File: src/rtl/fight_pkg.sv
`default_nettype none

package fight_pkg;

  localparam int SCREEN_W = 640;
  localparam int SCREEN_H = 480;
  localparam int COORD_W  = 10;
  localparam int COLOR_W  = 8;

  localparam logic [COLOR_W-1:0] TRANSPARENT_COLOR = 8'hE3; // Magenta
  localparam logic [COLOR_W-1:0] BG_COLOR          = 8'h00;
  localparam logic [COLOR_W-1:0] HEART_COLOR       = 8'hE0; // Red
  localparam logic [COLOR_W-1:0] BLOCK_COLOR       = 8'h03; // Blue

  localparam int FRAME_DIM          = 16;
  localparam int SPRITE_SCALE_SHIFT = 2;
  localparam int SPRITE_DIM         = FRAME_DIM << SPRITE_SCALE_SHIFT;
  localparam int POSE_COUNT         = 11;
  localparam int SPRITE_ADDR_W      = 13; // Player, pose, row, column

  localparam int BOX_SIZE   = 50;
  localparam int BOX_OFFSET = 40;
  localparam int BOX_PITCH  = 70;
  localparam int BOX_SLOTS  = 3;

  typedef enum logic [2:0] {
    S_IDLE      = 3'd0,
    S_COUNTDOWN = 3'd1,
    S_FIGHT     = 3'd2,
    S_P1_WIN    = 3'd3,
    S_P2_WIN    = 3'd4,
    S_EQ        = 3'd5
  } game_state_t;

  // Codes 11 to 15 select no frame
  typedef enum logic [3:0] {
    POSE_IDLE             = 4'd0,
    POSE_WALK             = 4'd1,
    POSE_WALK_BACK        = 4'd2,
    POSE_ATTACK_START     = 4'd3,
    POSE_ATTACK_END       = 4'd4,
    POSE_ATTACK_PULL      = 4'd5,
    POSE_DIR_ATTACK_START = 4'd6,
    POSE_DIR_ATTACK_END   = 4'd7,
    POSE_DIR_ATTACK_PULL  = 4'd8,
    POSE_GOT_HIT          = 4'd9,
    POSE_BLOCK            = 4'd10
  } pose_t;

  typedef struct packed {
    logic [COORD_W-1:0] x;
    logic [COORD_W-1:0] y;
  } pixel_pos_t;

  typedef struct packed {
    logic [COORD_W-1:0] x; // Sprite top left corner
    logic [COORD_W-1:0] y;
    pose_t              pose;
    logic [2:0]         health;
    logic [2:0]         block;
  } player_t;

  typedef struct packed {
    logic                     cyc;
    logic                     stb;
    logic                     we;
    logic [SPRITE_ADDR_W-1:0] adr;
    logic [COLOR_W-1:0]       dat_w;
  } wb_req_t;

  typedef struct packed {
    logic               ack;
    logic [COLOR_W-1:0] dat_r;
  } wb_rsp_t;

endpackage

`default_nettype wire
File: src/rtl/player_fetch.sv
`default_nettype none

module player_fetch (
  input  logic                                clk,
  input  logic                                reset,
  input  fight_pkg::pixel_pos_t               pixel_pos,
  input  fight_pkg::player_t                  player,
  input  logic                                player_sel,
  output logic [fight_pkg::SPRITE_ADDR_W-1:0] rd_addr,
  output logic                                hit
);

  logic [fight_pkg::COORD_W-1:0] rel_x;
  logic [fight_pkg::COORD_W-1:0] rel_y;
  logic                          pose_valid;
  logic                          hit_c;

  // Offsets inside the sprite window, meaningful only when hit_c
  assign rel_x = pixel_pos.x - player.x;
  assign rel_y = pixel_pos.y - player.y;

  assign pose_valid = int'(player.pose) < fight_pkg::POSE_COUNT;

  assign hit_c = pose_valid
              && (pixel_pos.x >= player.x) && (int'(rel_x) < fight_pkg::SPRITE_DIM)
              && (pixel_pos.y >= player.y) && (int'(rel_y) < fight_pkg::SPRITE_DIM);

  // Drop the scale bits to land on a 16x16 frame pixel
  assign rd_addr = {player_sel, player.pose,
                    rel_y[fight_pkg::SPRITE_SCALE_SHIFT +: $clog2(fight_pkg::FRAME_DIM)],
                    rel_x[fight_pkg::SPRITE_SCALE_SHIFT +: $clog2(fight_pkg::FRAME_DIM)]};

  always_ff @(posedge clk) begin
    if (reset) begin
      hit <= 1'b0;
    end else begin
      hit <= hit_c; // Lines up with the memory read data
    end
  end

  a_hit_pose_valid: assert property (
    @(posedge clk) disable iff (reset)
    hit |-> int'($past(player.pose)) < fight_pkg::POSE_COUNT
  );

endmodule

`default_nettype wire

File: config.mk
export PLATFORM = sky130hd
export DESIGN_NAME = player_fetch
export DESIGN_NICKNAME = d
export VERILOG_FILES = /design/src/rtl/fight_pkg.sv /design/src/rtl/player_fetch.sv
export SDC_FILE = /design/constraint.sdc
export NUM_CORES = 1
export LEC_CHECK = 0
export ABC_AREA = 0
export BUFFER_PORTS_ARGS = -buffer_cell sky130_fd_sc_hd__buf_2
export CAP_MARGIN = 10
export CELL_PAD_IN_SITES_DETAIL_PLACEMENT = 0
export CELL_PAD_IN_SITES_GLOBAL_PLACEMENT = 1
export CORE_MARGIN = 1
export CORE_UTILIZATION = 27
export CTS_BUF_LIST = sky130_fd_sc_hd__clkbuf_4 sky130_fd_sc_hd__clkbuf_8 sky130_fd_sc_hd__clkbuf_16
export DETAILED_ROUTE_END_ITERATION = 10
export HOLD_SLACK_MARGIN = 0.08
export MAX_ROUTING_LAYER = met4
export PLACE_DENSITY_LB_ADDON = 0.1
export SYNTH_ARGS = -nofsm -noshare
export SYNTH_HDL_FRONTEND = slang
export SYNTH_SLANG_ARGS = --single-unit
File: constraint.sdc
create_clock -name clk -period 2.6 [get_ports clk]
set_clock_uncertainty 0.05 [all_clocks]
set_input_delay 0.26 -clock clk [delete_from_list [all_inputs] [get_ports clk]]
set_output_delay 0.26 -clock clk [all_outputs]
set_load 0.02 [all_outputs]
==> impl_metrics.csv <==
group,metric,value,unit
power_and_ir_drop,power.total,0.311,mW
hold_path,hp-class,"in -> out",
yosys,synth_top_area_share,26.7,%
yosys,synth-compound-area-share,29.7,%
run_status,status,"completed",
timing,post-route-period-util,85.7,%
yosys,synth_edf_count,0,
timing,finalCriticalPeriod,2.23,ns
setup_path,path_max_fanout,5,
clock_network,cts_setup_buffers,0,
yosys,async_flop_share,0,%
power_and_ir_drop,ir_drop,0.0739,mV
power_and_ir_drop,leakagePower,0.692,nW
floorplan,fp.dieW,60.9,µm
yosys,synthMuxAreaShare,0,%
floorplan,dieArea,3710,µm²
grt,grt_usage,11.3,%
setup_path,path_class,"in -> reg",
yosys,synthSimpleGateAreaFrac,19.8,%
detailed_routing,firstDrtPassIters,4,
grt,grt_max_degree,8,
yosys,seq_area_frac_synth,2.14,%
timing,finalSetupViolCount,0,
timing,fin_setup_tns,0,ns
detailed_routing,drt_iter0_markers,24,
setup_path,path_delay_family,"compound AO/OA/AOI/OAI gates",
yosys,yosysWarnings,0,
setup_path,critPathSlowestCell,"a2111oi_0",
timing,slew_viol_final,0,
yosys,synth_seq_cells,1,
detailed_routing,ant_nets,0,
clock_network,ctsHoldBuffers,0,
setup_path,slowest_delay,0.53,ns
detailed_routing,num_vias,1063,
grt,grt_use_met1,13.8,%
yosys,synth_top_area_cell,"ha_1",
floorplan,start_util,28.0,%
timing,tightest_slew,0.478,ns
setup_path,path_cells,"buf_2, ha_1, a21oi_2, nand2b_1, nand3b_1, a2111oi_0, o22ai_1, nor4_2",
grt,grt-ovfl-total,0,
place,portBuffers,58,
grt,grt_pass1_wl,3.25,mm
detailed_routing,post_drt_wl_per_cell,9.63,µm
setup_path,cp-endpoint,"hit",
yosys,syn-num-nets,202,
power_and_ir_drop,powerDensity,250,nW/µm²
floorplan,ios,67,
grt,met2_usage,22.0,%
clock_network,cts-resized-gates,0,
place,gp_congestion,0.749,
yosys,synthTopCellsByArea,"ha_1 (27%), inv_1 (9.2%), xnor2_1 (4.7%), a21oi_1 (4.3%), buf_4 (4.0%)",
final_layout,largest_register,"hit",
setup_path,startpoint_type,"primary input",
detailed_routing,drc,0,
final_layout,final_nets,257,
yosys,synth_cell_type_count,37,
final_layout,reg_top3,"hit: 1 flops",
grt,grt_pass1_vias,859,
final_layout,drive_gt1_share,36.8,%
timing,max_freq,449,MHz
final_layout,area_growth,33.2,%
yosys,synth_top_family_by_area,"compound AO/OA/AOI/OAI gates",
final_layout,largest_reg_flops,1,
grt,antenna_found_initial,0,
detailed_routing,viasPerCell,4.66,
timing,rsz0062_at_grt,"false",
yosys,synth_adder_area_share,26.7,%
clock_network,clk_pin_slew,0,ns
setup_path,crit_buf_inv,1,
floorplan,coreArea,3340,µm²
final_layout,n_antenna_cell,0,
grt,use_met3,0,%
yosys,synth_ff_type,"dfxtp_1",
timing,hold_ws,0.470,ns
setup_path,cp.required,2.46,ns
setup_path,cp.depth,8,
yosys,syn_area,936,µm²
yosys,synth_xor_xnor_area_share,8.42,%
place,dp_hpwl,1.97,mm
job,maxCapViolCount,0,
setup_path,arrival,2.09,ns
detailed_routing,wl,2.20,mm
floorplan,die_y,60.9,µm
grt,grt_busiest_layer,"met2",
timing,slew-limit-headroom,67.3,%
yosys,syn_inst,129,
setup_path,critPathCaptureType,"flop",
floorplan,rows,21,
setup_path,crit_start,"pixel_pos[3]",
yosys,avgSynthCellArea,7.26,µm²
timing,hold_viol_final,0,
[through the flow]
step	util [%]	cells	worst slack [ns]	instance area [µm²]
floorplan	-	129	0.693	936
global placement	37.3	228	0.311	1250
detailed placement	37.3	228	0.352	1250
CTS	37.3	228	0.338	1250
global route	37.3	228	0.203	1250
finish	37.3	228	0.371	1250
[logic make-up (layout without fill, tap and decap cells)]
family,after synthesis,count (layout)
compound gates,36,36
xor+xnor,9,9
fa+ha+maj,20,20
buf+inv,28,81
flops,1,1
simple gates,35,35
[report_power, final]
part | total, mW | leakage [nW] | internal [mW] | switching, mW
sequential | 0.0157 | 0.00805 | 0.0157 | 0.00000294
clock | 0 | 0 | 0 | 0
combinational | 0.296 | 0.684 | 0.131 | 0.165
[final cells by class]
cell class	instances	area [µm²]
well taps	46	57.6
inverters	23	86.3
fillers	363	2090
multi-input cells	100	792
flip-flops and latches	1	20.0
repair buffers	58	290
[cell usage in the layout, fill, tap and decap left out, drive strengths merged, types with 2 or more instances in the layout]
cell	Yosys	layout
nor2	10	10
xnor2	5	5
o211ai	2	2
o22ai	2	2
nor3	3	3
o2111ai	2	2
o21ai	3	3
nand2	3	3
nor4	2	2
xor2	4	4
nand4	2	2
a21oi	10	10
ha	20	20
a21o	5	5
nand3	6	6
nor2b	5	5
o21a	2	2
inv	23	23
buf	5	58
a221o	2	2
[per-layer routing]
metal,part of all wire (%),vias up,wire [µm]
li1,-,567,-
met4,0,0,0
met5,0,-,0
met1,49,448,1070
met3,6.7,0,146
met2,44,48,975
[worst min-delay path by stage]
stage	startpoint	to	depth (start not counted)
finish	player_sel	rd_addr[12]	0
global route	player_sel	rd_addr[12]	0
CTS	player_sel	rd_addr[12]	0
detailed placement	player_sel	rd_addr[12]	0
global placement	player_sel	rd_addr[12]	0
floorplan	reset	hit	4
[cell usage after synthesis (2+ instances only)]
cell type  number
o21ai_0         3
o21a_1          2
nor2_1         10
xnor2_1         5
ha_1           20
nor3_1          3
nand2_1         3
o22ai_1         2
o211ai_1        2
xor2_1          4
nand3_1         6
a21o_1          4
a21oi_2         2
buf_4           5
a221o_1         2
a21oi_1         8
nand4_1         2
nor2b_1         5
inv_1          23
Power figures use the tool's default switching activity.
