`config.mk`:
```
export PLATFORM = sky130hd
export DESIGN_NAME = pixel_compositor
export DESIGN_NICKNAME = d
export VERILOG_FILES = /design/src/rtl/fight_pkg.sv /design/src/rtl/pixel_compositor.sv
export SDC_FILE = /design/constraint.sdc
export NUM_CORES = 1
export LEC_CHECK = 0
export BUFFER_PORTS_ARGS = -buffer_cell sky130_fd_sc_hd__clkbuf_2
export CORE_AREA = 2 2 39 41
export DETAILED_ROUTE_END_ITERATION = 16
export DIE_AREA = 0 0 41 43
export GPL_TIMING_DRIVEN = 0
export HOLD_SLACK_MARGIN = 0.1
export PLACE_DENSITY = 0.68
export SLEW_MARGIN = 40
export SYNTH_ARGS = -nofsm -noshare
export SYNTH_HDL_FRONTEND = slang
export SYNTH_SLANG_ARGS = --single-unit
```
`constraint.sdc`:
```
create_clock -name clk -period 1.3 [get_ports clk]
set_input_delay 0.065 -clock clk [delete_from_list [all_inputs] [get_ports clk]]
set_output_delay 0.065 -clock clk [all_outputs]
set_load 0.01 [all_outputs]
```
`src/rtl/fight_pkg.sv`:
```
`default_nettype none

package fight_pkg;

  localparam int SCREEN_W = 640;
  localparam int SCREEN_H = 480;
  localparam int COORD_W  = 10;
  localparam int COLOR_W  = 8;

  localparam logic [COLOR_W-1:0] TRANSPARENT_COLOR = 8'hE3; // Magenta
  localparam logic [COLOR_W-1:0] BG_COLOR          = 8'h00;
  localparam logic [COLOR_W-1:0] HEART_COLOR       = 8'hE0; // Red
  localparam logic [COLOR_W-1:0] BLOCK_COLOR       = 8'h03; // Blue

  localparam int FRAME_DIM          = 16;
  localparam int SPRITE_SCALE_SHIFT = 2;
  localparam int SPRITE_DIM         = FRAME_DIM << SPRITE_SCALE_SHIFT;
  localparam int POSE_COUNT         = 11;
  localparam int SPRITE_ADDR_W      = 13; // Player, pose, row, column

  localparam int BOX_SIZE   = 50;
  localparam int BOX_OFFSET = 40;
  localparam int BOX_PITCH  = 70;
  localparam int BOX_SLOTS  = 3;

  typedef enum logic [2:0] {
    S_IDLE      = 3'd0,
    S_COUNTDOWN = 3'd1,
    S_FIGHT     = 3'd2,
    S_P1_WIN    = 3'd3,
    S_P2_WIN    = 3'd4,
    S_EQ        = 3'd5
  } game_state_t;

  // Codes 11 to 15 select no frame
  typedef enum logic [3:0] {
    POSE_IDLE             = 4'd0,
    POSE_WALK             = 4'd1,
    POSE_WALK_BACK        = 4'd2,
    POSE_ATTACK_START     = 4'd3,
    POSE_ATTACK_END       = 4'd4,
    POSE_ATTACK_PULL      = 4'd5,
    POSE_DIR_ATTACK_START = 4'd6,
    POSE_DIR_ATTACK_END   = 4'd7,
    POSE_DIR_ATTACK_PULL  = 4'd8,
    POSE_GOT_HIT          = 4'd9,
    POSE_BLOCK            = 4'd10
  } pose_t;

  typedef struct packed {
    logic [COORD_W-1:0] x;
    logic [COORD_W-1:0] y;
  } pixel_pos_t;

  typedef struct packed {
    logic [COORD_W-1:0] x; // Sprite top left corner
    logic [COORD_W-1:0] y;
    pose_t              pose;
    logic [2:0]         health;
    logic [2:0]         block;
  } player_t;

  typedef struct packed {
    logic                     cyc;
    logic                     stb;
    logic                     we;
    logic [SPRITE_ADDR_W-1:0] adr;
    logic [COLOR_W-1:0]       dat_w;
  } wb_req_t;

  typedef struct packed {
    logic               ack;
    logic [COLOR_W-1:0] dat_r;
  } wb_rsp_t;

endpackage

`default_nettype wire
```
`src/rtl/pixel_compositor.sv`:
```
`default_nettype none

module pixel_compositor (
  input  logic                          clk,
  input  logic                          reset,
  input  fight_pkg::game_state_t        game_state,
  input  logic                          heart_hit,
  input  logic                          block_hit,
  input  logic                          hit_p1,
  input  logic                          hit_p2,
  input  logic [fight_pkg::COLOR_W-1:0] sprite_p1,
  input  logic [fight_pkg::COLOR_W-1:0] sprite_p2,
  output logic [fight_pkg::COLOR_W-1:0] pixel_data
);

  fight_pkg::game_state_t        state_q;
  logic [fight_pkg::COLOR_W-1:0] pixel_c;

  always_ff @(posedge clk) begin
    if (reset) begin
      state_q <= fight_pkg::S_IDLE;
    end else begin
      state_q <= game_state; // Same stage as the flags and memory data
    end
  end

  always_comb begin
    case (state_q)
      fight_pkg::S_FIGHT: begin
        if (heart_hit) pixel_c = fight_pkg::HEART_COLOR;
        else if (block_hit) pixel_c = fight_pkg::BLOCK_COLOR;
        else if (hit_p1 && sprite_p1 != fight_pkg::TRANSPARENT_COLOR) pixel_c = sprite_p1;
        else if (hit_p2 && sprite_p2 != fight_pkg::TRANSPARENT_COLOR) pixel_c = sprite_p2;
        else pixel_c = fight_pkg::TRANSPARENT_COLOR; // Background shows through
      end
      default: pixel_c = fight_pkg::BG_COLOR; // Menu, countdown and result screens
    endcase
  end

  always_ff @(posedge clk) begin
    pixel_data <= pixel_c;
  end

  a_state_defined: assert property (
    @(posedge clk) disable iff (reset)
    state_q inside {fight_pkg::S_IDLE, fight_pkg::S_COUNTDOWN, fight_pkg::S_FIGHT,
                    fight_pkg::S_P1_WIN, fight_pkg::S_P2_WIN, fight_pkg::S_EQ}
  );

endmodule

`default_nettype wire

```
==> impl_metrics.ini, run 1 <==
[critical_path]
timing.rr.end = pixel_data[3]$_SDFF_PP0_
rrSetupSlack_ns = 0.21
crit_arrival_ns = 1.34
cp-start-kind = input pin
cp_max_fo = 3
cp_slowest_stage_delay_ns = 0.54
critPathBufInv = 3
crit_chain = dlygate4sd3_1 > clkbuf_2 > nor2b_1 > dlygate4sd3_1
required_ns = 1.53
crit_type = input pin to flip-flop
crit_top_cell = dlygate4sd3_1
critPathSlowestCell = dlygate4sd3_1
r2r_start = state_q[0]$_SDFF_PP0_
cp-end-kind = flip-flop
ff2ff_path_depth = 4
crit_family = buffers and inverters

[synthesis]
avgSynthCellArea_um2 = 9.634
yosysWarnings = 0
synth_area_um2 = 481.7
syn_inst = 50
syn-num-nets = 75
ys_seq_elements = 11
synth_cell_types = 15
yosysSeqAreaShare_pct = 45.71

[routing]
drt_wl_total_um = 1276
drtAntennaViolNets = 0
route.detailed.drc = 0
vias = 538
vias_per_cell = 4.638
firstDrtPassIters = 2
drtIter0Drc = 4
wire_per_inst_um = 11.00

[placed_design]
place_congestion = 0.6973
dp_cells = 97
hpwl_um = 872.3
placed_cell_area_um2 = 656.9
port-buffer-count = 31

[status]
status = completed

[hold_path]
hold_start = hit_p2
worstHoldPathType = input pin to flip-flop
holdPathEnd = pixel_data[3]$_SDFF_PP0_
hold_path_depth = 3

[sta]
hold_slack_ns = 0.1191
hold_viol_final = 0
worst_pin_slew_ns = 0.4863
fin_skew_ns = 0.005068
setup_viol = 0
rsz0062_at_grt = false
max_freq_mhz = 897.4
finalMaxSlewViolations = 0
period_share_pct = 85.72
period_minus_slack_ns = 1.114
relSlewSlack_pct = 67.47

[floorplanning]
fp-row-count = 14
coreArea_um2 = 1384
initial_utilization_pct = 34.81
pin_count = 33
die_area_um2 = 1763
die_h_um = 43
die_x_um = 41

[clocking]
clockBufferDepth = 2
cts_num_sinks = 11
cts_tree = yes
clk_pin_slew_ns = 0.07
cts_root_buffer = clkbuf_4
post_cts_buffers = 0
cts_buffers = 3
clk_latency_ns = 0.28
htree_levels = 1

[finish]
layout.cells.non_filler = 116
syn2layout_area_growth_pct = 74.03
antenna_cells = 0
drive_gt1_share_pct = 40.00
design_area_um2 = 838.3
nets = 126

[pwr]
ir_worst_vdd_uv = 525.4
leakage_nw = 0.4055
power.density_nw_per_um2 = 872.1

[run]
max_cap_viol_count = 0

[global_route]
first_global_vias = 476
grt_overflow_total = 0
grt_util_all_layers_pct = 17.40
antenna_found_initial = 0
grt_max_degree = 10
grt_pass1_wl_um = 1876
==> flip-flops by register name, indices dropped and copies added (netlist names) <==
signal	flops
pixel_data	8
state_q	3
==> per-stage QoR <==
step	TNS [ns]	setup slack [ns]	power (W)	util, %
global placement	-0.1036	-0.05533	0.0004627	47.47
CTS	0	0.1001	0.0007401	60.22
global route	0	0.02196	0.0007834	60.58
finish	0	0.1857	0.0007311	60.58
detailed placement	-0.1131	-0.05917	0.0004653	47.47
floorplan	0	0.1651	0.0004035	-
==> worst register-to-register path: stages, from the launching register on <==
cell	delay, ns
dfxtp_1	0.31
nor3b_2	0.23
nor2b_1	0.25
nand2b_1	0.13
a21oi_1	0.12
==> metal layers <==
layer | routed length, um | global-route usage (%)
met5 | 0 | 0
met4 | 40 | 14.00
met3 | 97 | 8.901
met2 | 651 | 27.81
met1 | 487 | 14.89
==> worst max path at each step <==
stage,from,to,cells after the start
6_report,reset,state_q[1]$_SDFF_PP0_,4
5_1_grt,state_q[0]$_SDFF_PP0_,pixel_data[4]$_SDFF_PP0_,4
4_1_cts,state_q[0]$_SDFF_PP0_,pixel_data[3]$_SDFF_PP0_,4
3_5_place_dp,sprite_p1[4],pixel_data[1]$_SDFF_PP0_,5
3_3_place_gp,sprite_p1[4],pixel_data[1]$_SDFF_PP0_,5
2_1_floorplan,sprite_p1[4],pixel_data[0]$_SDFF_PP0_,4
==> kinds of logic (layout without fill, tap and decap cells) <==
| family | after synthesis | after routing | share of synthesized area, % |
|---|---|---|---|
| simple gates | 20 | 20 | 28.83 |
| compound gates | 15 | 15 | 22.34 |
| flops | 11 | 11 | 45.71 |
| buf+inv | 4 | 54 | 3.116 |
==> repair_timing <==
action | CTS | global route
endpoints found under the hold margin | 11 | 0
hold buffers | 15 | 0
gates resized for setup | 0 | 1
setup endpoints to repair | 0 | 3
==> synthesized netlist by cell type <==
cell       n  area [um2]
nor2b_1    4       25.02
o21ai_0    3       15.01
o311a_1    2       20.02
nand2_2    1       6.260
nand2_1    4       15.01
or3b_2     2       17.52
inv_1      3       11.26
a21oi_1    9       45.04
dfxtp_1   11       220.2
clkbuf_1   1       3.750
nor3b_1    4       30.03
nand4b_4   1       23.77
nand2b_1   1       6.260
nand3_1    3       15.01
o41ai_4    1       27.53
==> power by group <==
group | total, W | switching (W) | internal, W
clock network | 0.000238 | 0.000119 | 0.000119
logic | 0.000142 | 0.0000594 | 0.0000821
registers | 0.000352 | 0.00000315 | 0.000349
total | 0.000731 | 0.000181 | 0.000550
==> layout make-up <==
type | instances | area [um2]
fill | 126 | 545.5
timing repair buffer | 46 | 305.3
multi-input combinational | 35 | 251.5
sequential | 11 | 220.2
clock buffer | 4 | 26.28
tap | 16 | 20.02
inverter | 3 | 11.26
buffer | 1 | 3.754
==> cell usage in the layout (no fill, tap or decap), types with 2 or more instances in the layout <==
cell,count
nor2b_1,4
nand3_1,3
nand2_1,4
inv_1,3
nor3b_1,3
o21ai_0,3
a21oi_1,9
o311a_1,2
dlygate4sd3_1,15
dfxtp_1,11
or3b_2,2
clkbuf_1,2
clkbuf_2,31
clkbuf_4,3
(Power assumes the default switching activity.)
==> run 2, diff against run 1 <==
- clock period: 1.3 -> 1.2 ns (I/O delays scaled with it)
==> run 2 against run 1 <==
First-iteration DRC count rose by 100%. Largest power group unchanged. Utilization rose by 0.99 points. Cell count unchanged. Wire length rose by 4.0%. Global-route usage did not move. Clock-buffer cell count is the same. Sequential share of layout area is 0.42 points lower. Register-to-register slack got worse by 0.04 ns. Setup slack worse by 0.086 ns.
==> impl_metrics.ini, run 2 (same netlist as run 1, synthesis figures left out) <==
[critical_path]
crit_arrival_ns = 1.33
crit_chain = dlygate4sd3_1 > clkbuf_2 > nor2b_1 > dlygate4sd3_1
cp-start-kind = input pin
r2r_start = state_q[2]$_SDFF_PP0_
cp_slowest_stage_delay_ns = 0.54
crit_start = reset
cp_max_fo = 3
crit_top_cell = dlygate4sd3_1
critPathSlowestCell = dlygate4sd3_1
crit_type = input pin to flip-flop
cp-end-kind = flip-flop
required_ns = 1.43

[clocking]
cts_num_sinks = 11
cts_tree = yes
htree_levels = 1
clockBufferDepth = 2
cts_buffers = 3
clk_latency_ns = 0.28
post_cts_buffers = 0
cts_root_buffer = clkbuf_4
clk_pin_slew_ns = 0.08

[hold_path]
worstHoldPathType = input pin to flip-flop
hold_start = hit_p2

[placed_design]
hpwl_um = 872.3
place_congestion = 0.6973
port-buffer-count = 31
post-place-ws_ns = -0.1542
placed_cell_area_um2 = 656.9

[routing]
vias = 543
vias_per_cell = 4.681
route.detailed.drc = 0
drtAntennaViolNets = 0
drtIter0Drc = 8
firstDrtPassIters = 2
drt_wl_total_um = 1327
wire_per_inst_um = 11.44

[status]
status = completed

[pwr]
seqPwrFrac_pct = 47.4
combPwrFrac_pct = 19.6
sw_frac_of_total_pct = 25.88
p_int_w = 0.0005987
leakage_nw = 0.4074
power.density_nw_per_um2 = 948.0
ir_worst_vdd_uv = 578.5
p_clk_share_pct = 33.0
power.switching_w = 0.0002091

[sta]
max_freq_mhz = 908.5
fin_ws_ns = 0.09924
worst_pin_slew_ns = 0.4845
finalMaxSlewViolations = 0
tns_ns = 0
hold_viol_final = 0
setup_viol = 0
period_minus_slack_ns = 1.101
period_share_pct = 91.73
relSlewSlack_pct = 67.59
rsz0062_at_grt = false
fin_skew_ns = 0.01100

[global_route]
grt_overflow_total = 0
grt_max_degree = 10
first_global_vias = 476
grt_util_all_layers_pct = 17.40
antenna_found_initial = 0
grt_pass1_wl_um = 1876

[finish]
largest_register_ff_count = 8
final_util_pct = 61.57
final_common_cell = clkbuf_2
largest-register = pixel_data
top_regs = pixel_data: 8 flops, state_q: 3 flops
design_area_um2 = 852.1
antenna_cells = 0
drive_gt1_share_pct = 41.00
nets = 126
layout_common_cells = clkbuf_2, dlygate4sd3_1, dfxtp_1, a21oi_1, nand2_1
syn2layout_area_growth_pct = 76.88

[floorplanning]
die_x_um = 41
coreArea_um2 = 1384
die_area_um2 = 1763
fp-row-count = 14
pin_count = 33
initial_utilization_pct = 34.81
die_h_um = 43

[run]
max_cap_viol_count = 0
[run 2: cell counts in the layout (fill, tap and decap cells not counted)]
Identical to the previous run, type by type.
[run 2: layout make-up]
class | count | area [um2]
Tap cell | 16 | 20.02
Clock buffer | 4 | 26.28
Buffer | 1 | 3.754
Timing Repair Buffer | 46 | 305.3
Multi-Input combinational cell | 35 | 265.3
Fill cell | 122 | 531.8
Inverter | 3 | 11.26
Sequential cell | 11 | 220.2
[run 2: routing by layer]
metal  up-vias  global-route usage [%]  share of wire (%)
met5         -                       0                  0
met4         0                   14.00                3.0
met3         5                   8.901                7.3
met2        26                   27.81                 50
met1       233                   14.89                 40
li1        279                       -                  -
[run 2: stage by stage]
| stage | total power, W | instances | hold WS (ns) |
|---|---|---|---|
| 3_5_place_dp | 0.0005040 | 97 | 0.2537 |
| 2_1_floorplan | 0.0004372 | 50 | 0.1316 |
| 6_report | 0.0008078 | 116 | 0.1145 |
| 5_1_grt | 0.0008547 | 116 | 0.1234 |
| 3_3_place_gp | 0.0005012 | 97 | 0.2514 |
| 4_1_cts | 0.0008017 | 116 | 0.1101 |
[run 2: timing repair]
item,in CTS,in global routing
setup endpoints to repair,0,5
resized for setup,0,4
hold buffers,15,0
endpoints found under the hold margin,11,0
[run 2: worst paths after layout]
kind / endpoint / slack [ns] / cells after the start
setup reg to reg: pixel_data[3]$_SDFF_PP0_ / 0.17 / 4
hold / removal: pixel_data[3]$_SDFF_PP0_ / 0.11 / 3
hold reg to reg: pixel_data[6]$_SDFF_PP0_ / 0.55 / 3
setup / recovery: state_q[1]$_SDFF_PP0_ / 0.1 / 4
[run 2: power by group through the flow]
stage                     Combinational, W  Sequential, W  Clock (W)
after global routing              0.000174       0.000384   0.000297
after floorplan                  0.0000444       0.000393          0
after CTS                         0.000153       0.000380   0.000268
after detailed placement          0.000115       0.000389          0
final                             0.000158       0.000383   0.000267
after global placement            0.000112       0.000389          0
[run 2: worst max-delay path: cells and delay by family]
family | cells | cell delay, ns
buffers and inverters | 3 | 1.19
AND/OR/NAND/NOR | 1 | 0.09
