### config.mk
export PLATFORM = sky130hd
export DESIGN_NAME = hud_boxes
export DESIGN_NICKNAME = d
export VERILOG_FILES = /design/src/rtl/fight_pkg.sv /design/src/rtl/hud_boxes.sv
export SDC_FILE = /design/constraint.sdc
export NUM_CORES = 1
export LEC_CHECK = 0
export ABC_AREA = 1
export BUFFER_PORTS_ARGS = -buffer_cell sky130_fd_sc_hd__clkbuf_2
export CAP_MARGIN = 20
export CORE_AREA = 2 2 39 41
export DETAILED_ROUTE_END_ITERATION = 16
export DIE_AREA = 0 0 41 43
export PLACE_DENSITY = 0.85
export SETUP_SLACK_MARGIN = 0.5
export SLEW_MARGIN = 5
export SYNTH_ARGS = -nofsm -noshare
export SYNTH_HDL_FRONTEND = slang
export SYNTH_SLANG_ARGS = --single-unit
### constraint.sdc
create_clock -name clk -period 2.45 [get_ports clk]
set_clock_uncertainty 0.2 [all_clocks]
set_input_delay 0.3675 -clock clk [delete_from_list [all_inputs] [get_ports clk]]
set_output_delay 0.3675 -clock clk [all_outputs]
set_load 0.05 [all_outputs]
### src/rtl/fight_pkg.sv
`default_nettype none

package fight_pkg;

  localparam int SCREEN_W = 640;
  localparam int SCREEN_H = 480;
  localparam int COORD_W  = 10;
  localparam int COLOR_W  = 8;

  localparam logic [COLOR_W-1:0] TRANSPARENT_COLOR = 8'hE3; // Magenta
  localparam logic [COLOR_W-1:0] BG_COLOR          = 8'h00;
  localparam logic [COLOR_W-1:0] HEART_COLOR       = 8'hE0; // Red
  localparam logic [COLOR_W-1:0] BLOCK_COLOR       = 8'h03; // Blue

  localparam int FRAME_DIM          = 16;
  localparam int SPRITE_SCALE_SHIFT = 2;
  localparam int SPRITE_DIM         = FRAME_DIM << SPRITE_SCALE_SHIFT;
  localparam int POSE_COUNT         = 11;
  localparam int SPRITE_ADDR_W      = 13; // Player, pose, row, column

  localparam int BOX_SIZE   = 50;
  localparam int BOX_OFFSET = 40;
  localparam int BOX_PITCH  = 70;
  localparam int BOX_SLOTS  = 3;

  typedef enum logic [2:0] {
    S_IDLE      = 3'd0,
    S_COUNTDOWN = 3'd1,
    S_FIGHT     = 3'd2,
    S_P1_WIN    = 3'd3,
    S_P2_WIN    = 3'd4,
    S_EQ        = 3'd5
  } game_state_t;

  // Codes 11 to 15 select no frame
  typedef enum logic [3:0] {
    POSE_IDLE             = 4'd0,
    POSE_WALK             = 4'd1,
    POSE_WALK_BACK        = 4'd2,
    POSE_ATTACK_START     = 4'd3,
    POSE_ATTACK_END       = 4'd4,
    POSE_ATTACK_PULL      = 4'd5,
    POSE_DIR_ATTACK_START = 4'd6,
    POSE_DIR_ATTACK_END   = 4'd7,
    POSE_DIR_ATTACK_PULL  = 4'd8,
    POSE_GOT_HIT          = 4'd9,
    POSE_BLOCK            = 4'd10
  } pose_t;

  typedef struct packed {
    logic [COORD_W-1:0] x;
    logic [COORD_W-1:0] y;
  } pixel_pos_t;

  typedef struct packed {
    logic [COORD_W-1:0] x; // Sprite top left corner
    logic [COORD_W-1:0] y;
    pose_t              pose;
    logic [2:0]         health;
    logic [2:0]         block;
  } player_t;

  typedef struct packed {
    logic                     cyc;
    logic                     stb;
    logic                     we;
    logic [SPRITE_ADDR_W-1:0] adr;
    logic [COLOR_W-1:0]       dat_w;
  } wb_req_t;

  typedef struct packed {
    logic               ack;
    logic [COLOR_W-1:0] dat_r;
  } wb_rsp_t;

endpackage

`default_nettype wire
### src/rtl/hud_boxes.sv
`default_nettype none

module hud_boxes (
  input  logic                  clk,
  input  logic                  reset,
  input  fight_pkg::pixel_pos_t pixel_pos,
  input  logic [2:0]            health_p1,
  input  logic [2:0]            health_p2,
  input  logic [2:0]            block_p1,
  input  logic [2:0]            block_p2,
  output logic                  heart_hit,
  output logic                  block_hit
);

  logic                            heart_row;
  logic                            block_row;
  logic [fight_pkg::BOX_SLOTS-1:0] col_p1;
  logic [fight_pkg::BOX_SLOTS-1:0] col_p2;
  logic [fight_pkg::BOX_SLOTS-1:0] lit_heart;
  logic [fight_pkg::BOX_SLOTS-1:0] lit_block;

  function automatic logic in_span(input logic [fight_pkg::COORD_W-1:0] pos,
                                   input int start);
    return (int'(pos) >= start) && (int'(pos) < start + fight_pkg::BOX_SIZE);
  endfunction

  assign heart_row = in_span(pixel_pos.y, fight_pkg::BOX_OFFSET);
  assign block_row = in_span(pixel_pos.y,
                             fight_pkg::SCREEN_H - fight_pkg::BOX_OFFSET - fight_pkg::BOX_SIZE);

  // Player 1 grows rightwards from the left edge, player 2 leftwards from the right
  for (genvar k = 0; k < fight_pkg::BOX_SLOTS; k++) begin : g_slot
    assign col_p1[k] = in_span(pixel_pos.x, fight_pkg::BOX_OFFSET + k * fight_pkg::BOX_PITCH);
    assign col_p2[k] = in_span(pixel_pos.x, fight_pkg::SCREEN_W - fight_pkg::BOX_OFFSET
                                            - fight_pkg::BOX_SIZE - k * fight_pkg::BOX_PITCH);

    assign lit_heart[k] = (col_p1[k] && int'(health_p1) > k)
                       || (col_p2[k] && int'(health_p2) > k);
    assign lit_block[k] = (col_p1[k] && int'(block_p1) > k)
                       || (col_p2[k] && int'(block_p2) > k);
  end

  always_ff @(posedge clk) begin
    if (reset) begin
      heart_hit <= 1'b0;
      block_hit <= 1'b0;
    end else begin
      heart_hit <= heart_row && (|lit_heart); // Top row
      block_hit <= block_row && (|lit_block); // Bottom row
    end
  end

endmodule

`default_nettype wire

==> results.txt, run 1 <==
The final number of max-transition violations is 0. The number of rows created at floorplan is 14. The maximum fanout count along the critical path is 1. The worst-path cell with the longest stage delay is dfxtp_1. The cell depth of the worst hold path is 4. The floorplan step defined a die boundary enclosing 0.00176 mm^2. Timing would allow up to 744 MHz. The met2 routed wirelength is 730 um. The critical path is of the register to output port type.

The total length of routed met3 wires is 89 um. The leading cell type in the layout, fill and taps excluded is nand2_1. The count of synthesis-stage warnings from yosys came out at 0. Leaving out fill and tap cells, the most frequent cells in the layout are nand2_1 (34), clkbuf_2 (33), inv_1 (19). After synthesis, the largest family of logic cells by area is simple AND/OR/NAND/NOR gates. The number of gates resized after cts came out at 0. STA classifies the critical path startpoint as a register. In the routed design, unresolved DRC markers number 0. The effective utilization at floorplan came out at 40.0%. The simple-gate area share of the yosys netlist is 62.0%. The number of nets produced by synthesis came out at 146.

The number of setup buffers added after CTS is 0. The leftover overflow at the end of global routing came out at 0. In this run the number of cells on the critical path is 1. The layout cell share with drive strength beyond 1 came out at 29.9%. The congestion estimate from routability-driven global placement came to 0.869.

The total negative slack is 0 ps. The number of H-tree branching levels came out at 1. The routed wire length per instance is 8.65 um.

The maximum clock insertion buffer count came out at 2. Routed signal wires occupy layers up through met4. The clock sink count is 2.

For this run, the register share of the synthesized area comes to 7.24%. The vias after detailed routing came out at 807. The run finished with clean final reports. The compound-cell area share of the yosys netlist is 15.2%. Synthesis inferred 2 register bits.

In this run the worst setup path begins at block_hit. The cell count after synthesis came out at 112. The cell area that synthesis handed to floorplanning was 553 um^2. The number of distinct library cells after synthesis came out at 21. The final-report hold violation count was 0.

The power share of the clock group came out at 36.5%. Broken down by cell family, the worst path's largest delay share belongs to flip-flops. The worst hold path begins at reset. The number of antenna diodes came out at 0. The die span in x came out at 41 um. The number of I/O port buffers came out at 33. The required time of the critical path is 1880 ps. After the last flow step, the layout net total stands at 183.

The transition time at the pin with the least slew margin came out at 275 ps. The number of violations reported at the end of detailed-routing iteration 0 is 16. The number of buffers inserted for hold repair after clock tree synthesis came out at 0. The overall routing resource usage is 17.7%. The root buffer cell chosen for the clock tree is clkbuf_4. The buffers plus inverters on the worst setup path is 1. Measured along the y axis, the die boundary spans 43 um. The global-route wire length before repair is 2280 um. Summed over all layers, the routed wires come to 1410 um. The type of element capturing the critical path is an output port. The total core area came out at 0.00138 mm^2. The min-delay analysis places its worst path in the category input pin to register. The register clock-pin slew on the reported worst setup and hold paths is 30 ps.

Net switching is 35.0% of the power. The detailed-route vias per instance came out at 4.95. The relative contribution of sequential cells to total power is 17.0%. The worst-case IR drop observed on VDD is 101 uV. The worst path in the final design needs a cycle of 1340 ps, including I/O delays and setup. The total power density per cell area is 260 mW/mm^2. The net load switching power came out at 68.2 uW. The worst pin sits at a relative slew slack of 81.8%. The total setup violations reported at the end of the flow came out at 0. The fraction of synthesized area in multiplexers is 0%. Traced cell by cell, the critical path runs through clkbuf_2. After Yosys synthesis, XOR and XNOR cells account for 0% of the synthesized area.

Setup repair after global routing left no endpoint under its margin. The final critical path takes up 54.9% of the cycle. The share of total power in combinational logic came out at 46.5%. The total instance count after detailed placement came out at 160. The worst hold path terminates at heart_hit.

The per-instance average area after synthesis is 4.94 um^2. The biggest cell delay along the critical path is 290 ps. The number of antenna violations at the first check in global routing came out at 0. The routed metal-1 wirelength came out at 576 um. The number of CTS-inserted buffers came out at 3. The pin count of the biggest net entering global routing came out at 9. The leakage power of the design is 0.000468 uW.

The tool flagged a number of max-cap violations equal to 0. Once detail routing completed, the nets flagged for antenna violations numbered 0. TritonCTS built the clock tree. The worst endpoint data arrival time came out at 780 ps.

For this run, the number of standard cells in the final layout without fillers is 163. The number of detailed-route iterations in the first pass came out at 5. The area growth from synthesis to final layout is 35.5%. 36 I/O pins were placed. The share of synthesized cell area in full adder, half adder and majority cells came out at 0%. Detailed placement finished with a half-perimeter wire length of 1230 um.

The internal power of the cells totals 127 uW. The final design utilization is 54.2%. The number of global-route vias before repair is 649.
## synth_stat cells
cell type	number	area share (%)
inv_2	1	0.68
a21oi_2	1	1.6
o21ai_0	2	1.8
buf_6	1	2.0
nand3_1	18	16
inv_1	19	13
a21oi_1	2	1.8
nand3b_1	1	1.4
nor3b_1	1	1.4
o211ai_1	1	1.4
o2111ai_1	1	1.6
o21ai_2	1	1.6
nor2_1	15	10
dfxtp_1	2	7.2
or2_2	3	3.4
nor3_2	1	1.8
nor2_2	1	1.1
a21o_1	4	5.4
nand2_1	34	23
nor4_1	1	1.1
nand4_1	2	2.3
## worst max path at each step
stage and to:
3_5_place_dp block_hit, 2_1_floorplan block_hit, 4_1_cts block_hit, 5_1_grt heart_hit, 3_3_place_gp heart_hit, 6_report block_hit
## logic make-up (layout without fill, tap and decap cells)
family / Yosys count / in the layout
AO/OA/AOI/OAI: 12 / 12
AND/OR/NAND/NOR: 77 / 77
flip-flops: 2 / 2
buffers and inverters: 21 / 56
## layout make-up
cell class / instances / area [um^2]
timing repair buffer: 33 / 165
sequential: 2 / 40.0
fill: 145 / 634
inverter: 20 / 75.1
multi-input combinational: 89 / 427
clock buffer: 3 / 22.5
tap: 16 / 20.0
## power by group through the flow
stage,combinational (uW),sequential (uW),clock (uW)
global route,103,33.2,75.2
floorplan,49.1,34.6,0
CTS,90.7,33.2,74.2
finish,90.6,33.2,71.0
detailed placement,90.2,33.6,0
global placement,87.5,33.6,0
## layer usage
layer,GRT usage [%],up-vias
met5,0,-
met4,7.33,0
met3,2.09,2
met2,29.1,25
met1,21.8,348
li1,-,432
## through the flow
step | power (uW) | hold WS (ps) | setup WS, ps | area (um^2)
floorplan | 83.7 | 344 | 1110 | 553
global placement | 121 | 466 | 957 | 727
detailed placement | 124 | 464 | 912 | 727
CTS | 198 | 231 | 1090 | 749
global route | 212 | 267 | 949 | 749
finish | 195 | 235 | 1110 | 749
## flip-flops by register name, summed over array words and instances (netlist names)
| name | cells |
|---|---|
| heart_hit | 1 |
| block_hit | 1 |
Power figures use the tool's default switching activity.
==> run 2, diff against run 1 <==
--- a/config.mk
+++ b/config.mk
@@ -5,13 +5,13 @@
 export SDC_FILE = /design/constraint.sdc
 export NUM_CORES = 1
 export LEC_CHECK = 0
-export ABC_AREA = 1
+export ABC_AREA = 0
 export BUFFER_PORTS_ARGS = -buffer_cell sky130_fd_sc_hd__clkbuf_2
 export CAP_MARGIN = 20
 export CORE_AREA = 2 2 39 41
 export DETAILED_ROUTE_END_ITERATION = 16
 export DIE_AREA = 0 0 41 43
-export PLACE_DENSITY = 0.85
+export PLACE_DENSITY = 0.78
 export SETUP_SLACK_MARGIN = 0.5
 export SLEW_MARGIN = 5
 export SYNTH_ARGS = -nofsm -noshare
==> constraint.sdc (replaced) <==
create_clock -name clk -period 1.3 [get_ports clk]
set_clock_uncertainty 0.2 [all_clocks]
set_input_delay 0.195 -clock clk [delete_from_list [all_inputs] [get_ports clk]]
set_output_delay 0.195 -clock clk [all_outputs]
set_load 0.05 [all_outputs]
==> run 2 against run 1 <==
The flow now finishes with violations (negative setup slack). Critical endpoint is now block_hit. Global-route usage increased by 2.5 points. Worst setup slack got worse by 1300 ps. Sequential share of layout area shrank 0.079 points. First-iteration DRC count decreased by 56%. Largest cell class unchanged.
==> results.txt, run 2 <==
The effective utilization at floorplan came to 34.0% (-6.0 points). The largest total area in the synthesized netlist belongs to nor2_1. TritonCTS built the clock tree. The number of enable flip-flop cells after synthesis came out at 0 (unchanged). The type of element capturing the critical path is a register. The number of design rule violations left after detail routing came out at 0 (unchanged).

The worst-case headroom to the max-slew limit is 71.4% (-10 points). The cell depth of the worst hold path came out at 3 (-1). The max capacitance violation total came to 0 (unchanged).

The worst setup timing slack at the placement stage came out at -455 ps (-1370 ps). The total power came out at 432 uW (+120%). Setup repair after global routing could not meet its margin everywhere.

The die boundary height came out at 43 um (unchanged). The register area share after synthesis is 8.51% (+1.3 points). The buffers plus inverters on the worst setup path is 1 (unchanged). The vias after detailed routing came out at 766 (-5.1%).

The number of H-tree branching levels is 1 (unchanged). The total negative slack came to -346 ps (-346 ps). The sum of net half-perimeters after detailed placement came out at 1400 um (+14%).

Subtracting the final worst setup slack from the clock period gives 1520 ps. Leaving out fill and tap cells, the most frequent cells in the layout are clkbuf_2 (27), buf_4 (15), nor2_1 (13). The min-delay analysis places its worst path in the category input pin to register. The run finished, with violations left. For this run, the top clock speed supported by timing is 656 MHz.

The number of buffers inserted for hold repair after clock tree synthesis is 0 (unchanged). The number of CTS-inserted buffers was 3 (unchanged). The total core area came out at 0.00138 mm^2 (unchanged). By area the synthesized netlist is led by nor2_1 (11%), dfxtp_1 (8.5%), o311ai_4 (5.6%). The hold path endpoint is block_hit. The number of detailed-route iterations in the first pass came out at 4 (-1). The global-route wire length before repair came out at 2550 um (+12%). The ratio of final minimum period to clock period came out at 117%. The cell count after synthesis was 69 (-38%). nor2_1 is the most common cell in the netlist.

The maximum fanout count along the critical path came out at 3 (+2). The biggest cell delay along the critical path is 340 ps (+50 ps). The layout cell share with drive strength beyond 1 came out at 58.5% (+29 points). The leading cell type in the layout, fill and taps excluded is clkbuf_2. In the synthesized netlist, the cells that appear most often are nor2_1 (14), nand3_1 (5), nor3_1 (4). The largest registers in the layout are block_hit: 1 flops, heart_hit: 1 flops. The number of inserted filler cells in the final layout is 119 (-18%). The post-route standard cell area excluding fillers was 903 um^2 (+21%). The detailed-route vias per instance is 5.72 (+15%).

The area fraction of the dominant cell type after synthesis is 11.2% (-12 points). The async set or reset register ratio after synthesis came out at 0% (unchanged). The worst endpoint data arrival time came out at 1420 ps (+640 ps). CTS placed an instance of clkbuf_4 at the clock tree root. The number of violations reported at the end of detailed-routing iteration 0 is 7 (-9).

The flop and latch count out of synthesis came to 2 (unchanged). The number of global-route vias before repair is 707 (+8.9%). The post-route antenna net violation count is 0 (unchanged). The most used flip-flop cell after synthesis is dfxtp_1.

The overall routing resource usage came out at 20.2% (+2.5 points). The pin count of the biggest net entering global routing is 9 (unchanged). The number of antenna diodes came to 0 (unchanged). The die span in x is 41 um (unchanged). The leftover overflow at the end of global routing is 0 (unchanged). The start point of the worst hold path is pixel_pos[8].

The total standard cell area after synthesis came out at 470 um^2 (-15%). The final number of max-transition violations is 0 (unchanged). The per-instance average area after synthesis is 6.82 um^2 (+38%). The maximum vdd drop came out at 219 uV (+120%). The required time of the critical path came out at 1200 ps (-680 ps).

The number of antenna violations at the first check in global routing is 0 (unchanged). The number of distinct library cells after synthesis came out at 33 (+57%). The final-report hold violation count is 0 (unchanged).

The area growth from synthesis to final layout came out at 92.0%. The die area is 0.00176 mm^2 (unchanged). The number of rows created at floorplan is 14 (unchanged). The worst hold margin is 1.70 ps (-233 ps). The setup slack after layout is -225 ps (-1330 ps). Traced cell by cell, the critical path runs through buf_8, a211oi_4, nor2_2, o311ai_4, o21ai_2, a311oi_2, nor3_1. The maximum clock insertion buffer count came out at 2 (unchanged). The routed wire length per instance is 13.3 um (+54%). The count of synthesis-stage warnings from yosys came out at 0 (unchanged). The leakage power of the design came out at 0.000389 uW (-17%). The number of nets produced by synthesis came out at 103 (-29%). The number of top-level pins came out at 36 (unchanged).

The number of I/O port buffers is 33 (unchanged). STA classifies the critical path startpoint as an input pin. The total power density per cell area is 478 mW/mm^2 (+84%). In this design, the largest share of critical-path delay is due to compound AO/OA/AOI/OAI gates. The total setup violations reported at the end of the flow is 2 (+2). The clock sink count is 2 (unchanged). The instance area after placement is 759 um^2 (+4.5%). The largest individual stage delay along the critical path comes from the cell o311ai_4. The final reports fail on negative setup slack. The final weighted congestion in routability-driven placement came out at 0.826 (-4.9%).

The register clock-pin slew on the reported worst setup and hold paths was 30 ps (about the same). The detailed-route wire length was 1780 um (+27%). The transition time at the pin with the least slew margin was 419 ps (+144 ps). The category of the most critical setup path is input pin to register. The count of nets after finishing is 154 (-16%).
[run 2: cell types whose count changed after synthesis, moves of 4 or more]
cell	previous run	this run
nand2_1	34	3
nor3_1	0	4
a21o_1	4	0
inv_1	19	1
nand3_1	18	5
[run 2: report_power, final]
group / internal, uW / total (uW) / switching (uW)
registers: 58.2 / 58.4 / 0.224
clock network: 102 / 143 / 41.0
logic: 117 / 230 / 113
total: 278 / 432 / 154
[run 2: repair_timing]
item                       in CTS  in global routing
setup buffers                   0                  0
resized for setup               7                 23
setup endpoints to repair       4                  4
pin swaps                       0                  6
[run 2: final cells by class]
class,count,area [um^2],area share [%]
tap,16,20.0,2.22
sequential,2,47.5,5.26
multi-input combinational,64,469,51.9
timing repair buffer,48,340,37.7
clock buffer,3,22.5,2.49
inverter,1,3.75,0.416
[run 2: cells by family (layout without fill, tap and decap cells)]
family | count (synthesis) | after routing | share of synthesized area [%]
AND/OR/NAND/NOR | 38 | 38 | 43.4
AO/OA/AOI/OAI | 26 | 26 | 43.9
buffers and inverters | 3 | 52 | 4.25
flip-flops | 2 | 2 | 8.51
[run 2: how the worst max path moves through the flow]
stage | slack, ps | endpoint | cells after the start | from
finish | -220 | block_hit | 7 | pixel_pos[12]
detailed placement | -450 | block_hit | 7 | pixel_pos[14]
CTS | -200 | block_hit | 7 | pixel_pos[14]
global route | -300 | block_hit | 7 | pixel_pos[12]
floorplan | -300 | block_hit | 7 | pixel_pos[14]
global placement | -400 | block_hit | 7 | pixel_pos[14]
[run 2: through the flow]
step           cells  util [%]
3_3_place_gp     131      54.9
5_1_grt          134      65.3
2_1_floorplan     69         -
3_5_place_dp     131      54.9
6_report         134      65.3
4_1_cts          134      59.7
[run 2: layer usage]
layer	global-route usage [%]	share of wire (%)	wire [um]	vias up
met2	39.1	58	1030	30
met4	4.00	1.1	19	0
met1	20.6	35	626	359
li1	-	-	-	375
met5	0	0	0	-
met3	3.14	5.9	106	2
==> run 3, diff against run 2 <==
--- a/config.mk
+++ b/config.mk
@@ -11,7 +11,7 @@
 export CORE_AREA = 2 2 39 41
 export DETAILED_ROUTE_END_ITERATION = 16
 export DIE_AREA = 0 0 41 43
-export PLACE_DENSITY = 0.78
+export PLACE_DENSITY = 0.69
 export SETUP_SLACK_MARGIN = 0.5
 export SLEW_MARGIN = 5
 export SYNTH_ARGS = -nofsm -noshare
==> run 3 against run 2 <==
The run ends with negative hold slack, negative setup slack left. Largest cell class unchanged. Critical path depth unchanged. Final area decreased by 1.7%. Global-route usage decreased by 0.70 points. First-iteration DRC count increased by 57%. Cell count decreased by 1.5%. Worst setup slack got worse by 49 ps. Utilization decreased by 1.1 points.
==> results.txt, run 3 (synthesis results as in run 2) <==
The flow ran to the end, but the final reports show violations. The checks that failed: negative hold slack, negative setup slack. The total instance count after detailed placement came to 129 (-1.5%). The post-route antenna net violation count is 0 (unchanged). The required time of the critical path is 1200 ps (about the same). The leftover overflow at the end of global routing came out at 0 (unchanged). The instance area after placement came out at 744 um^2 (-2.0%).

The worst hold margin came to -7.63 ps (-9.33 ps). The timing-limited maximum frequency is 635 MHz (-3.1%). The detailed-route wire length came out at 1720 um (-3.8%). The max capacitance violation total is 0 (unchanged). The count of nets after finishing came out at 152 (-1.3%). The vias after detailed routing came out at 741 (-3.3%). The number of I/O port buffers came to 33 (unchanged).

The die area came out at 0.00176 mm^2 (unchanged). The final weighted congestion in routability-driven placement is 0.729 (-12%). The type of element capturing the critical path is a register.

The number of top-level pins came out at 36 (unchanged). The setup slack after layout came out at -274 ps (-49.0 ps). The number of antenna violations at the first check in global routing is 0 (unchanged). The routed wire length per instance came out at 13.0 um (-2.3%). The number of rows created at floorplan is 14 (unchanged). The number of detailed-route iterations in the first pass came out at 4 (unchanged).

From synthesis to final layout, the design area changed by 88.8%. The final-report hold violation count is 1 (+1). The total power density per cell area is 475 mW/mm^2 (-0.57%).

The number of buffers inserted for hold repair after clock tree synthesis is 0 (unchanged). The total setup violations reported at the end of the flow came out at 2 (unchanged). Leaving out fill and tap cells, the most frequent cell in the layout is clkbuf_2. The total core area is 0.00138 mm^2 (unchanged). The clock sink count was 2 (unchanged). The detailed-route vias per instance is 5.61 (-1.8%). The die boundary height is 43 um (unchanged).

The layout cell share with drive strength beyond 1 is 56.9% (-1.6 points). TritonCTS built the clock tree. The number of violations reported at the end of detailed-routing iteration 0 came out at 11 (+4). The effective utilization at floorplan is 34.0% (unchanged). The worst endpoint data arrival time was 1470 ps (+50 ps). The leakage power of the design is 0.000379 uW (-2.6%). The register clock-pin slew on the reported worst setup and hold paths is 30 ps (about the same).

The kind of start point of the critical path is an input pin. The final number of max-transition violations was 0 (unchanged). The transition time at the pin with the least slew margin was 383 ps (-36.1 ps).

The library cells used most frequently in the layout, excluding fill and tap cells, are clkbuf_2 (27), buf_4 (14), nor2_1 (13). The post-route standard cell area excluding fillers came to 888 um^2 (-1.7%). The pin count of the biggest net entering global routing was 10 (+1). The final design utilization came out at 64.2% (-1.1 points).

The die span in x came out at 41 um (unchanged). The number of CTS-inserted buffers is 3 (unchanged). The number of H-tree branching levels is 1 (unchanged).

The number of antenna diodes is 0 (unchanged). The number of global-route vias before repair came out at 670 (-5.2%). The maximum fanout count along the critical path is 3 (unchanged). In the final layout, the registers with the most flip-flops are block_hit: 1 flops, heart_hit: 1 flops. In this run the worst hold path is classified as input pin to register. The global-route wire length before repair came to 2410 um (-5.7%).

The worst-case headroom to the max-slew limit came to 73.8% (+2.5 points). The non-filler instance count after layout came out at 132 (-1.5%). The critical path is of the input pin to register type.

The root buffer cell chosen for the clock tree is clkbuf_4. The ratio of final minimum period to clock period is 121% (+3.8 points). The sum of net half-perimeters after detailed placement is 1290 um (-8.0%).

The minimum clock period after layout came out at 1570 ps (+49.0 ps). The maximum clock insertion buffer count came out at 2 (unchanged). Setup repair after global routing could not meet its margin everywhere. The number of design rule violations left after detail routing is 0 (unchanged). The maximum vdd drop is 232 uV (+6.0%). The overall routing resource usage came to 19.5% (-0.70 points). The total power is 422 uW (-2.2%).
## run 3: changes by cell type in the layout (fill, tap and decap cells not counted), sizes merged
cell  change
buf       -2
## run 3: layer usage
metal  up-vias  routed length [um]  track usage [%]  part of all wire (%)
li1        372                   -                -                     -
met1       342                 605             18.1                    35
met2        27                1010             38.1                    59
met3         0                 103             3.66                   6.0
met4         0                   0             6.00                     0
met5         -                   0                0                     0
## run 3: power breakdown
group	leakage [uW]	switching, uW	internal (uW)
clock network	0.0000138	38.0	102
logic	0.000347	110	114
registers	0.0000177	0.236	58.3
## run 3: final timing paths
kind / from / to / slack [ps] / cells past startpoint
worst max-delay path: pixel_pos[12] / block_hit / -270 / 7
worst min-delay path: pixel_pos[8] / block_hit / -8 / 3
## run 3: final cells by class
class | count | area, um^2
tap | 16 | 20.0
clock buffer | 3 | 22.5
sequential | 2 | 47.5
fill | 141 | 495
inverter | 1 | 3.75
multi-input combinational | 64 | 467
timing repair buffer | 46 | 328
## run 3: what timing repair did
item | in CTS | in global routing
resized for setup | 7 | 24
endpoints found under the hold margin | 0 | 0
pin swaps | 2 | 10
endpoints found under the setup margin | 4 | 4
setup buffers | 0 | 0
## run 3: worst max-delay path, stage by stage
cell      delay (ps)
buf_8            100
a211oi_4         260
nor2_2            90
o311ai_4         340
nand3_2          120
a311oi_2         280
nor3_1            80
## run 3: metrics by stage
| stage | worst slack (ps) | TNS (ps) |
|---|---|---|
| 2_1_floorplan | -299 | -468 |
| 3_3_place_gp | -409 | -758 |
| 3_5_place_dp | -499 | -905 |
| 4_1_cts | -239 | -433 |
| 5_1_grt | -337 | -551 |
| 6_report | -274 | -405 |
